## src/hw/cnn_conv_macros.svh

```systemverilog
// compile-time sizes for the convolution core
// include wherever a width or a channel count is needed

`ifndef CNN_CONV_MACROS_SVH
`define CNN_CONV_MACROS_SVH

// ======================================================================
// kernel geometry and channel counts
// ======================================================================
`define CNN_KX      3                         // kernel width
`define CNN_KY      3                         // kernel height
`define CNN_CI      3                         // input channels
`define CNN_CO      2                         // output channels, one lane each

// ======================================================================
// datapath widths
// ======================================================================
`define CNN_W_BW    8                         // signed weight
`define CNN_I_BW    8                         // signed feature value
`define CNN_M_BW    (`CNN_W_BW + `CNN_I_BW)   // one product
// 9 products need 4 guard bits
`define CNN_AK_BW   (`CNN_M_BW + 4)
// 3 kernel sums need 2 more
`define CNN_ACI_BW  (`CNN_AK_BW + 2)
`define CNN_B_BW    16                        // signed bias
`define CNN_O_BW    16                        // unsigned output pixel

`endif

```

## src/hw/cnn_conv_pkg.sv

```systemverilog
// shared types for the convolution core and its testbench
// element types first, then the beat and weight bus layouts

`include "cnn_conv_macros.svh"

package cnn_conv_pkg;

    // ======================================================================
    // scalar element types
    // ======================================================================
    typedef logic signed [`CNN_I_BW-1:0]   fval_t;   // feature value
    typedef logic signed [`CNN_W_BW-1:0]   wval_t;   // weight
    typedef logic signed [`CNN_M_BW-1:0]   prod_t;   // feature x weight
    typedef logic signed [`CNN_ACI_BW-1:0] aci_t;    // sum across input channels
    typedef logic signed [`CNN_B_BW-1:0]   bias_t;
    typedef logic        [`CNN_O_BW-1:0]   pix_t;    // unsigned output value

    // ======================================================================
    // window and weight layouts
    // ======================================================================
    // index k = y*KX + x, element 0 in the low bits
    typedef fval_t [`CNN_KX*`CNN_KY-1:0] kwin_t;     // 72 bits
    typedef wval_t [`CNN_KX*`CNN_KY-1:0] kwgt_t;     // 72 bits

    // input beat, one window per input channel
    typedef struct packed {
        kwin_t [`CNN_CI-1:0] win;
    } fmap_t;

    typedef kwgt_t   [`CNN_CI-1:0] wgt_ci_t;         // weights of one output lane
    typedef wgt_ci_t [`CNN_CO-1:0] wgt_all_t;        // full static weight bus
    typedef bias_t   [`CNN_CO-1:0] bias_all_t;

    // output beat, lane 0 in the low bits
    typedef pix_t [`CNN_CO-1:0] pix_out_t;

endpackage

```

## src/hw/cnn_bias_relu.sv

```systemverilog
// bias add, ReLU and saturation to the unsigned output width
// one register stage, valid travels with the pixel

`timescale 1ns/100ps
`include "cnn_conv_macros.svh"

module cnn_bias_relu (
    input  logic                            clk,
    input  logic                            reset_n,
    input  logic                            i_in_valid,
    input  logic signed [`CNN_ACI_BW-1:0]   i_ci_acc,
    input  logic signed [`CNN_B_BW-1:0]     i_bias,       // static per lane
    output logic                            o_ot_valid,
    output logic        [`CNN_O_BW-1:0]     o_ot_pix
);
    import cnn_conv_pkg::*;

    // one bit above the wider operand, sum never overflows
    localparam int S_BW = ((`CNN_ACI_BW > `CNN_B_BW) ? `CNN_ACI_BW : `CNN_B_BW) + 1;

    // largest output value, zero extended into the sum width
    localparam logic signed [S_BW-1:0] PIX_MAX =
        {{(S_BW-`CNN_O_BW){1'b0}}, {`CNN_O_BW{1'b1}}};

    logic signed [S_BW-1:0] w_sum;
    pix_t                   w_pix;
    pix_t                   r_pix;
    logic                   r_valid;

    assign w_sum = S_BW'(i_ci_acc) + S_BW'(i_bias);   // both sign extended

    // ======================================================================
    // ReLU then clip
    // ======================================================================
    always_comb begin
        if (w_sum[S_BW-1]) begin
            w_pix = '0;                      // negative
        end else if (w_sum > PIX_MAX) begin
            w_pix = '1;                      // saturate
        end else begin
            w_pix = w_sum[`CNN_O_BW-1:0];
        end
    end

    always_ff @(posedge clk or negedge reset_n) begin
        if (!reset_n) begin
            r_valid <= 1'b0;
            r_pix   <= '0;
        end else begin
            r_valid <= i_in_valid;
            if (i_in_valid) r_pix <= w_pix;
        end
    end

    assign o_ot_valid = r_valid;
    assign o_ot_pix   = r_pix;

endmodule

```

## config.mk

```make
export PLATFORM = sky130hd
export DESIGN_NAME = cnn_bias_relu
export DESIGN_NICKNAME = d
export VERILOG_FILES = /design/src/hw/cnn_conv_pkg.sv /design/src/hw/cnn_bias_relu.sv
export VERILOG_INCLUDE_DIRS = /design/src /design/src/hw
export SDC_FILE = /design/constraint.sdc
export NUM_CORES = 1
export LEC_CHECK = 0
export BUFFER_PORTS_ARGS = -buffer_cell sky130_fd_sc_hd__buf_2
export CAP_MARGIN = 15
export CORE_ASPECT_RATIO = 0.75
export CORE_MARGIN = 1.5
export CORE_UTILIZATION = 45
export DETAILED_ROUTE_END_ITERATION = 16
export PLACE_DENSITY = 0.69
export SLEW_MARGIN = 15
export SYNTH_ARGS = -nofsm -noshare
export SYNTH_HDL_FRONTEND = slang
export SYNTH_SLANG_ARGS = --single-unit
```

## constraint.sdc

```tcl
create_clock -name clk -period 1.1 [get_ports clk]
set_input_delay 0.055 -clock clk [delete_from_list [all_inputs] [get_ports clk]]
set_output_delay 0.055 -clock clk [all_outputs]
set_load 0.02 [all_outputs]
```

======== Yosys cells after proc, flatten, opt, wreduce, memory -nomap -nowiden ========
Cells that the tools add are included.
cells by class
  bitwise gates (word level) .............. 0
  $mul .................................... 0
  div/mod/pow operators ................... 0
  shift operators ......................... 0
  add/sub/neg operators ................... 1
  reduce and logical (&&, ||, !) cells .... 0
  $lt $le $gt $ge ......................... 1
  equality and inequality tests ........... 0
  mux-type cells .......................... 2
operator list
  operator              count
  $mux 16               2
  $add 22x16->23        1
  $gt 23x17->1 const B  1
storage, ports and cells
  memories ................................ 0
  bits in registers ....................... 17
  output and inout port bits .............. 17
  memory bits (read-only) ................. 0
  latch bits .............................. 0
  bits of input ports ..................... 41
  RAM bits ................................ 0
  logic and storage cells ................. 6

======== Depth between registers and ports, before layout ========
Gate-level depths: netlist of the first run.
  depth in word-level cells ............... 4
  mapped depth ............................ 10

======== Worst setup path after synthesis of the first run ========
Ideal clock, no wire load.
  path kind ............................... input port to flip-flop
  start point ............................. input i_ci_acc[0]
  end point ............................... register r_pix[10], in the netlist o_ot_pix[10]
  required time ........................... 961 ps
  data arrival time ....................... 2,177 ps
  stages on the path ...................... 10
  path buffers ............................ 1
  setup time .............................. 139 ps
  setup slack ............................. -1,216 ps
  cell sequence ........................... ha_1 fa_1 a21o_1 a221oi_4 o31ai_1 o21ai_1 nand2_1 xnor2_1 buf_2 a41oi_1
on the way
  longest elaborated chain between the ends .. 4
RTL lines
  element               line                 text
  from (decl)           cnn_bias_relu.sv:11  input logic signed [`CNN_ACI_BW-1:0] i_ci_acc,
  $add 22x16->23 *      cnn_bias_relu.sv:30  assign w_sum = S_BW'(i_ci_acc) + S_BW'(i_bias);
  $gt 23x17->1          cnn_bias_relu.sv:38  end else if (w_sum > PIX_MAX) begin
  $mux 16               cnn_bias_relu.sv:38
  $mux 16 *             cnn_bias_relu.sv:36  if (w_sum[S_BW-1]) begin
  to (signal assigned)  cnn_bias_relu.sv:51  if (i_in_valid) r_pix <= w_pix;
  to (decl)             cnn_bias_relu.sv:27  pix_t r_pix;
Every way passes the cells marked *; elsewhere a longest branch is shown, timed or not.
A chain may end at the register's enable or synchronous reset.

======== Worst setup path after layout of the first run ========
  start point ............................. input i_ci_acc[0]
  end point ............................... register r_pix[14], in the netlist o_ot_pix[14]
Same word-level chain as after synthesis.

==> metrics, run 1 <==
top_reg_cell synth=dfrtp_1; fin crit period=2.08 ns; top cells by area, synth=dfrtp_1 23%, ha_1 15%, a21oi_1 10%; final net count=400; remaining global-route overflow=0; failing checks=negative setup slack; Yosys cell types=48; worst stage delay on the critical path=0.35 ns; startpoint types=input port; total iterations of the first detailed-routing run=4; crit path to=o_ot_pix[14]; global-route wire length before repair=8870 um; most frequent cells after synthesis=38 x a21oi_1, 22 x ha_1, 17 x dfrtp_1, 17 x nand2_1, 16 x a41oi_1; Crit. Startpoint=i_ci_acc[0]; CP Buf/Inv Count=2; number of global-route vias before repair=1,952; routed vias/inst=5.49; Post-synth EDFFs=0; CP top delay family=compound AO/OA/AOI/OAI gates; Core Area=0.00403 mm2; clk buf depth=2; Stages on worst setup path=11; largest net degree at the start of global routing=18; Critical Path AT=2.19 ns; global router's overall resource usage=0.238; P&R area growth vs syn=50.6%; FF-to-FF path depth=2; yosys warns=0; Final TNS setup=-15.18 ns; Setup crit end kind=flop; FF-to-FF End=o_ot_pix[14]; mapped cell area=0.00187 mm2; n_diodes=0; DP HPWL=4240 um; Root Buffer=clkbuf_8; latest clock arrival within the worst-skew pair=0.24 ns; DRC Markers=0; H-tree depth=1; RSZ-0062 raised after global routing=true; count leader, synth=a21oi_1; Slew @ Worst Pin=0.460 ns; R2R Path Start=o_ot_pix[14]; Horiz. Die Dim=77.5 um; Total Power=2990 uW; Syn Area/Cell=8.52 um2; Slew Limit Headroom=0.691; Synth Register Bits=17; CP Class=in2reg; total CTS buffers=3; async set-reset flop share out of synthesis=1.00; via count=2,143; post-route insts no fill=390; layout cells sized above 1=0.418; Slew Limit Fails=0; power per cell area=1060 mW/mm2; Post-Place Cells=383; setup violators final=16; Setup Skew=0 ns; Pleak=0.00133 uW; Worst Path Required=1.20 ns; die height=58.9 um; crit path max fanout=16; final core occ=0.701; post-route ant nets=0; worst hold-check path type=in2async; row cnt=20; Yosys top cell by area=dfrtp_1; crit path cell chain=buf_6 -> ha_4 -> fa_2 -> a21o_1 -> a221oi_4 -> o21bai_2 -> a21oi_2 -> xnor2_2 -> a311oi_4 -> buf_12 -> a41oi_1; GP Congestion=0.832; Yosys top cell area share=0.227; Cells after Synth=220; maxcap violations=0; Worst R2R Setup Slack=0.33 ns; WL/cell=13.5 um; final hold viol count=0; I/O Pins=58; full die area=0.00457 mm2; status=finished, violations left; FMAX=480 MHz; Starting Density=0.465; Port Buffers=57; sequential share of the synthesized area=0.227; initial antenna violation count=0; Worst Slack Setup Final=-0.985 ns; CTS clk-pin slew, worst paths=0.06 ns; Slowest-stage cell, CP=fa_2; Total Wirelength=5260 um; Tcrit/Tclk final=1.90; CTS tree=yes; initial detailed-routing violation count=155; # clock sinks=17; Syn Nets=284; VDD IR max=0.619 mV
cells by family (layout without fill, tap and decap cells):
logic type,Yosys count,in the layout,synth area share
XOR/XNOR,17,17,0.0794
AO/OA/AOI/OAI,94,94,0.362
adder cells (fa/ha/maj),23,23,0.158
AND/OR/NAND/NOR,50,50,0.126
buffers and inverters,19,134,0.0487
flip-flops,17,17,0.227
cell type report:
| cell class | count | area, um2 |
|---|---|---|
| timing repair buffer | 122 | 841 |
| fill | 332 | 1210 |
| inverter | 8 | 30.0 |
| sequential | 17 | 425 |
| clock buffer | 4 | 45.0 |
| multi-input combinational | 184 | 1410 |
| tap | 55 | 68.8 |
stage by stage:
| stage | area, um2 | setup slack [ns] | hold slack [ns] |
|---|---|---|---|
| after global placement | 2710 | -1.19 | -0.0158 |
| final | 2820 | -0.985 | 0.257 |
| after CTS | 2790 | -0.988 | 0.264 |
| after floorplan | 1900 | -1.12 | -0.241 |
| after global routing | 2820 | -1.09 | 0.274 |
| after detailed placement | 2710 | -1.27 | -0.00843 |
power breakdown:
| group | switching [uW] | internal [uW] |
|---|---|---|
| Combinational | 918 | 827 |
| Sequential | 61.4 | 729 |
| Clock | 196 | 256 |
| Total | 1180 | 1810 |
state kept, by name, indices dropped and copies added (netlist names):
register and count:
o_ot_pix 16, o_ot_valid 1
cell usage in the layout, fill, tap and decap left out, types with 2 or more instances in the layout:
master,instances
nor3_1,3
dfrtp_1,17
inv_1,7
nor2b_1,2
xor2_1,8
buf_4,59
nand3_1,4
ha_1,21
o21a_1,2
nor2_1,11
o221ai_1,2
buf_6,2
nand4_1,3
o21ai_0,9
clkbuf_8,3
buf_12,4
buf_2,55
a21oi_1,38
nand2_1,17
a41oi_1,15
a21o_1,2
nand2b_1,2
xnor2_1,7
and3_1,3
a31oi_1,3
xnor2_2,2
a221o_1,2
o211ai_1,3
dlygate4sd3_1,2
worst min path at each step:
| stage | slack [ns] | startpoint | cells after the start | endpoint |
|---|---|---|---|---|
| after floorplan | -0.24 | reset_n | 0 | o_ot_pix[0] |
| after global placement | -0.02 | reset_n | 1 | o_ot_valid |
| after detailed placement | -0.008 | reset_n | 1 | o_ot_valid |
| after CTS | 0.26 | reset_n | 2 | o_ot_valid |
| after global routing | 0.27 | i_bias[0] | 4 | o_ot_pix[0] |
| final | 0.26 | reset_n | 2 | o_ot_valid |
what timing repair did:
| item | 4_1_cts | 5_1_grt |
|---|---|---|
| hold buffers | 2 | 0 |
| buffers inserted | 1 | 0 |
| endpoints found under the hold margin | 18 | 0 |
| pin swaps | 3 | 0 |
| resized for setup | 0 | 6 |
| endpoints found under the setup margin | 16 | 16 |
layer usage:
metal	routed length, um	global-route usage	vias to the layer above	part of all wire
met4	10	0.0104	0	0.0019
met3	272	0.0248	2	0.052
li1	-	-	1087	-
met5	0	0	-	0
met2	2310	0.400	68	0.44
met1	2670	0.351	986	0.51
Note: power is estimated with default switching activity, not from simulation.
==> run 2, diff against run 1 <==
Settings changed: BUFFER_PORTS_ARGS -buffer_cell sky130_fd_sc_hd__buf_2 to unset, CAP_MARGIN 15 to unset, DONT_BUFFER_PORTS set to 1, PLACE_DENSITY 0.69 to 0.57, SETUP_SLACK_MARGIN set to 0.3.
==> run 2 against run 1 <==
Against the previous run: the flow finishes with violations (negative hold slack, negative setup slack); sequential share of layout area down 0.65 points; total power up 11%; count of clock-buffer cells in the layout down 1; flip-flop and latch count unchanged; core utilization up 3.2 points; cell area up 4.5%; sequential power up 6.7%; die area unchanged; via count down 1.8%; critical endpoint is now o_ot_pix[8]; largest cell class unchanged; largest power group unchanged.
==> metrics, run 2 (same netlist as run 1, synthesis figures left out) <==
remaining global-route overflow=0 (unchanged); initial detailed-routing violation count=112 (-28%); clk buf depth=2 (unchanged); crit path cell chain=ha_4 -> fa_2 -> a21o_1 -> a221oi_4 -> o21bai_2 -> a21oi_2 -> xnor2_2 -> a311oi_4 -> buf_4 -> buf_16 -> a41oi_2; I/O Pins=58 (unchanged); Total Power=3300 uW (+11%); most common cell after layout, fill and taps aside=buf_4; H-tree depth=1 (unchanged); GP Congestion=0.902 (+8.4%); Slew Limit Headroom=0.516 (-0.175); global router's overall resource usage=0.249 (+0.0104); CP Buf/Inv Count=2 (unchanged); Setup crit end kind=flop; CTS clk-pin slew, worst paths=0.06 ns (about the same); # clock sinks=17 (unchanged); crit path max fanout=8 (-8); Slew Limit Fails=0 (unchanged); worst stage delay on the critical path=0.33 ns (-0.02 ns); CP top delay family=compound AO/OA/AOI/OAI gates; post-route ant nets=0 (unchanged); final core occ=0.732 (+0.0317); Worst R2R Setup Slack=0.23 ns (-0.10 ns); Worst Slack Setup Final=-0.909 ns (+0.0755 ns); Clk pwr share=0.134 (-0.018); die height=58.9 um (unchanged); total CTS buffers=3 (unchanged); fin crit period=2.01 ns (-0.0755 ns); setup violators final=16 (unchanged); Slowest-stage cell, CP=fa_2; Post-Place Cells=343 (-10%); startpoint types=input port; Starting Density=0.465 (unchanged); final-layout fill cell count=291 (-12%); n_diodes=0 (unchanged); Root Buffer=clkbuf_8; tightest hold margin=-0.0699 ns (-0.327 ns); Port Buffers=0 (-100%); switching pwr=1320 uW (+12%); Pleak=0.00127 uW (-4.6%); CP Class=in2reg; maxcap violations=0 (unchanged); CTS tree=yes; Switching Share=0.399 (+0.00585); worst hold-check path type=in2async; DRC Markers=0 (unchanged); Worst Path Required=1.21 ns (about the same); failing checks=negative hold slack, negative setup slack; Slew @ Worst Pin=0.727 ns (+0.267 ns); P&R area growth vs syn=57.4%; P_int=1980 uW (+9.5%); initial antenna violation count=0 (unchanged); global-route wire length before repair=9060 um (+2.2%); full die area=0.00457 mm2 (unchanged); DP HPWL=4300 um (+1.4%); FMAX=498 MHz (+3.8%); latest clock arrival within the worst-skew pair=0.24 ns (about the same); row cnt=20 (unchanged); routed vias/inst=5.90 (+7.3%); Total Wirelength=5740 um (+9.1%); FF-to-FF End=o_ot_pix[1]; Tcrit/Tclk final=1.83 (-0.0686); via count=2,105 (-1.8%); Logic pwr share=0.610 (+0.026); final hold viol count=17 (+17); Storage cell area=425 um2 (unchanged); commonest cells after routing, fill and taps aside=67 x buf_4, 28 x a21oi_1, 20 x ha_1; R2R Path Start=o_ot_pix[1]; Setup Skew=0 ns (unchanged); layout cells sized above 1=0.440 (+0.0225); Core Area=0.00403 mm2 (unchanged); Horiz. Die Dim=77.5 um (unchanged); total iterations of the first detailed-routing run=5 (+1); VDD IR max=0.953 mV (+54%); status=finished, violations left; Largest register FFs=16 (unchanged); number of global-route vias before repair=1,979 (+1.4%); largest net degree at the start of global routing=18 (unchanged); RSZ-0062 raised after global routing=true; register share of total power=0.255 (-0.010); FF-to-FF path depth=2 (unchanged); post-route insts no fill=357 (-8.5%); WL/cell=16.1 um (+19%); Multi-input gate area=0.00156 mm2 (+11%); Critical Path AT=2.12 ns (-0.07 ns); final net count=367 (-8.3%); power per cell area=1120 mW/mm2 (+5.8%)
## run 2: changes by cell type in the layout (fill, tap and decap cells not counted), sizes merged
cell / change
buf: -34
dlygate4sd3: -1
dlymetal6s4s: +1
clkinv: +1
## run 2: power groups by stage
stage | Clock (uW) | Sequential, uW | Combinational (uW)
global placement | 0 | 815 | 1610
CTS | 449 | 839 | 1900
global route | 476 | 850 | 2160
finish | 444 | 844 | 2020
detailed placement | 0 | 824 | 1650
floorplan | 0 | 923 | 844
## run 2: repair_timing
item / CTS / global route
pin swaps: 14 / 4
resized for setup: 35 / 10
endpoints found under the setup margin: 30 / 47
hold buffers: 2 / 0
hold endpoints to repair: 18 / 0
buffers inserted: 6 / 0
cloned: 1 / 1
## run 2: final cells by class
class | count | share of cell area
clock buffer | 3 | 0.0140
clock inverter | 1 | 0.00170
inverter | 8 | 0.0102
multi-input combinational | 184 | 0.530
sequential | 17 | 0.144
tap | 55 | 0.0233
timing repair buffer | 89 | 0.277
## run 2: worst max-delay path by stage
stage | cells after the start | start | end
detailed placement | 11 | i_ci_acc[0] | o_ot_pix[10]
finish | 11 | i_ci_acc[0] | o_ot_pix[8]
global placement | 11 | i_ci_acc[0] | o_ot_pix[3]
global route | 11 | i_ci_acc[0] | o_ot_pix[6]
CTS | 12 | i_ci_acc[0] | o_ot_pix[2]
floorplan | 10 | i_ci_acc[0] | o_ot_pix[10]
## run 2: through the flow
| stage | hold WS [ns] | instance area (um2) | setup WS, ns | TNS [ns] |
|---|---|---|---|---|
| floorplan | -0.241 | 1900 | -1.12 | -17.32 |
| global placement | -0.240 | 2550 | -1.11 | -17.67 |
| detailed placement | -0.240 | 2550 | -1.17 | -17.88 |
| CTS | 0.134 | 2860 | -0.881 | -13.96 |
| global route | 0.00292 | 2950 | -0.998 | -15.60 |
| finish | -0.0699 | 2950 | -0.909 | -14.19 |
## run 2: routing by layer
metal	wire (um)	up-vias	track usage	share of wire
met3	368	4	0.0264	0.064
met5	0	-	0	0
met2	2670	89	0.427	0.46
met1	2680	990	0.355	0.47
met4	22	0	0.0208	0.0038
li1	-	1022	-	-
==> run 3, diff against run 2 <==
Settings changed: ABC_AREA set to 1.
==> run 3 against run 2 <==
Against the previous run: the flow still finishes with violations (negative hold slack, negative setup slack); die area increased by 13%; via count increased by 11%; worst setup slack improved by 0.32 ns; largest power group unchanged; highest routed layer unchanged.
==> metrics, run 3 <==
status=finished, violations left; failing checks=negative hold slack, negative setup slack; fin crit period=1.69 ns (-0.318 ns); Syn Nets=411 (+45%); setup violators final=16 (unchanged); Starting Density=0.474 (+0.00875); CTS tree=yes; maxcap violations=0 (unchanged); Logic pwr share=0.537 (-0.073); tightest hold margin=-0.0813 ns (-0.0113 ns); WL/cell=14.0 um (-13%); mux cell area share after synthesis=0 (unchanged); switching pwr=1470 uW (+11%); die height=62.6 um (+6.3%); CTS clk-pin slew, worst paths=0.07 ns (about the same); Worst R2R Setup Slack=0.37 ns (+0.14 ns); R2R Path Start=o_ot_pix[14]; global router's overall resource usage=0.263 (+0.0147); crit path cell chain=ha_4 -> fa_2 -> nand2_2 -> nand3_2 -> nand3_2 -> nand2_2 -> nand2_2 -> nand2_1 -> nand2_1 -> nand2_1 -> inv_1 -> nand2_2 -> nor2_4 -> nand3_4 -> nand2_4 -> nand2_1 -> nand2_1 -> nand2_1; hold-fix buffers at CTS=2 (unchanged); Port Buffers=0 (unchanged); Crit. Startpoint=i_ci_acc[0]; Core Area=0.00449 mm2 (+12%); Slew @ Worst Pin=0.747 ns (+0.0207 ns); P_int=1900 uW (-4.3%); full die area=0.00516 mm2 (+13%); FF-to-FF End=o_ot_pix[14]; Root Buffer=clkbuf_8; via count=2,347 (+11%); main combinational cell family by area after synthesis=simple AND/OR/NAND/NOR gates; worst hold-check path type=in2async; routed vias/inst=4.96 (-16%); DRC Markers=0 (unchanged); power per cell area=1040 mW/mm2 (-6.7%); GP Congestion=0.912 (+1.1%); register share of total power=0.320 (+0.065); top cells by area, synth=nand2_1 27%, dfrtp_1 20%, ha_1 13%; Yosys top cell by area=nand2_1; Final TNS setup=-8.71 ns (+5.48 ns); most frequent cells after synthesis=153 x nand2_1, 42 x inv_1, 22 x ha_1; n_diodes=0 (unchanged); crit path to=o_ot_pix[14]; post-synthesis compound-gate area fraction=0.0934 (-0.268); initial antenna violation count=0 (unchanged); Yosys cell types=26 (-46%); mapped cell area=0.00213 mm2 (+14%); Tcrit/Tclk final=1.54 (-0.289); Pleak=0.00163 uW (+29%); Cells after Synth=347 (+58%); row cnt=21 (+5.0%); I/O Pins=58 (unchanged); P&R area growth vs syn=51.4%; DP Area=0.00262 mm2 (+2.6%); Post-synth EDFFs=0 (unchanged); area share of fa/ha/maj cells after synthesis=0.139 (-0.0189); Total Wirelength=6610 um (+15%); post-route ant nets=0 (unchanged); Slew Limit Fails=0 (unchanged); XOR/XNOR Fraction of Synth Area=0.0617 (-0.0177); Switching Share=0.436 (+0.0366); Slew Limit Headroom=0.502 (-0.0138); FMAX=591 MHz (+19%); VDD IR max=0.648 mV (-32%); sequential share of the synthesized area=0.200 (-0.0272); largest net degree at the start of global routing=18 (unchanged); yosys warns=0 (unchanged); RSZ-0062 raised after global routing=true; startpoint types=input port; Critical Path AT=1.84 ns (-0.28 ns); most common cell after layout, fill and taps aside=nand2_1; clk buf depth=2 (unchanged); FF-to-FF path depth=2 (unchanged); DP HPWL=5020 um (+17%); final hold viol count=17 (unchanged); number of global-route vias before repair=2,275 (+15%); global-route wire length before repair=10,500 um (+16%); worst stage delay on the critical path=0.34 ns (about the same); final core occ=0.717 (-0.0149); Slowest-stage cell, CP=fa_2; Syn Area/Cell=6.14 um2 (-28%); simple-gate share of the synthesized area=0.406 (+0.280); Worst Slack Setup Final=-0.591 ns (+0.318 ns); count leader, synth=nand2_1; Largest register FFs=16 (unchanged); Setup Skew=0 ns (unchanged); initial detailed-routing violation count=120 (+7.1%); H-tree depth=1 (unchanged); final net count=481 (+31%); total iterations of the first detailed-routing run=5 (unchanged); CP Class=in2reg; Setup crit end kind=flop; crit path max fanout=7 (-1); Synth Register Bits=17 (unchanged); latest clock arrival within the worst-skew pair=0.25 ns (about the same); Clk pwr share=0.144 (+0.010); Horiz. Die Dim=82.4 um (+6.3%); Worst Path Required=1.25 ns (+0.04 ns); total CTS buffers=3 (unchanged); Yosys top cell area share=0.270 (+0.0427); # clock sinks=17 (unchanged); remaining global-route overflow=0 (unchanged); commonest cells after routing, fill and taps aside=129 x nand2_1, 65 x buf_4, 41 x inv_1; layout cells sized above 1=0.397 (-0.0438); final instance area=0.00322 mm2 (+9.2%); async set-reset flop share out of synthesis=1.00 (unchanged); most used cell, CP=nand2_1; top_reg_cell synth=dfrtp_1
run 3: layer usage:
metal	share of wire	wire length, um	global-route usage
met1	0.52	3430	0.409
met2	0.42	2790	0.388
met3	0.055	363	0.0423
met4	0.0041	27	0.0318
met5	0	0	0
run 3: how the worst min path moves through the flow:
stage                        end  slack [ns]  cells after the start
floorplan            o_ot_pix[0]       -0.24                      0
global placement    o_ot_pix[10]       -0.24                      0
detailed placement  o_ot_pix[10]       -0.24                      0
CTS                  o_ot_pix[0]        0.04                      3
global route        o_ot_pix[11]       -0.01                      1
finish               o_ot_pix[9]       -0.08                      1
run 3: final cells by class:
| cell class | instances | area [um2] |
|---|---|---|
| Clock buffer | 3 | 41.3 |
| Clock inverter | 1 | 5.00 |
| Fill cell | 379 | 1270 |
| Inverter | 43 | 161 |
| Multi-Input combinational cell | 284 | 1990 |
| Sequential cell | 17 | 434 |
| Tap cell | 57 | 71.3 |
| Timing Repair Buffer | 68 | 522 |
run 3: stage by stage:
step / power, uW / worst slack [ns] / hold WS (ns) / std cells
6_report: 3370 / -0.591 / -0.0813 / 473
5_1_grt: 3620 / -0.674 / -0.0127 / 473
4_1_cts: 3230 / -0.501 / 0.0358 / 471
3_5_place_dp: 2460 / -1.06 / -0.240 / 459
3_3_place_gp: 2450 / -0.993 / -0.240 / 459
2_1_floorplan: 1970 / -0.813 / -0.241 / 347
run 3: kinds of logic (layout without fill, tap and decap cells):
logic type,count (synthesis),count (layout)
simple gates,210,211
buf+inv,47,115
compound gates,35,35
fa+ha+maj,23,23
flops,17,17
xor+xnor,15,15
run 3: repair_timing:
action | in CTS | in global routing
hold endpoints to repair | 18 | 10
buffers inserted | 5 | 2
gates cloned | 1 | 0
pin swaps | 19 | 10
endpoints found under the setup margin | 16 | 42
resized for setup | 67 | 33
run 3: critical path: cells and delay by family:
kind,cells,cell delay [ns]
AND/OR/NAND/NOR,15,1.24
buffers and inverters,1,0.06
adder cells (fa/ha/maj),2,0.48
run 3: power by group through the flow:
stage          clock network [uW]  logic (uW)  registers (uW)
2_1_floorplan                   0         925            1040
3_3_place_gp                    0        1380            1070
3_5_place_dp                    0        1390            1080
4_1_cts                       497        1670            1060
5_1_grt                       524        2000            1100
6_report                      484        1810            1080
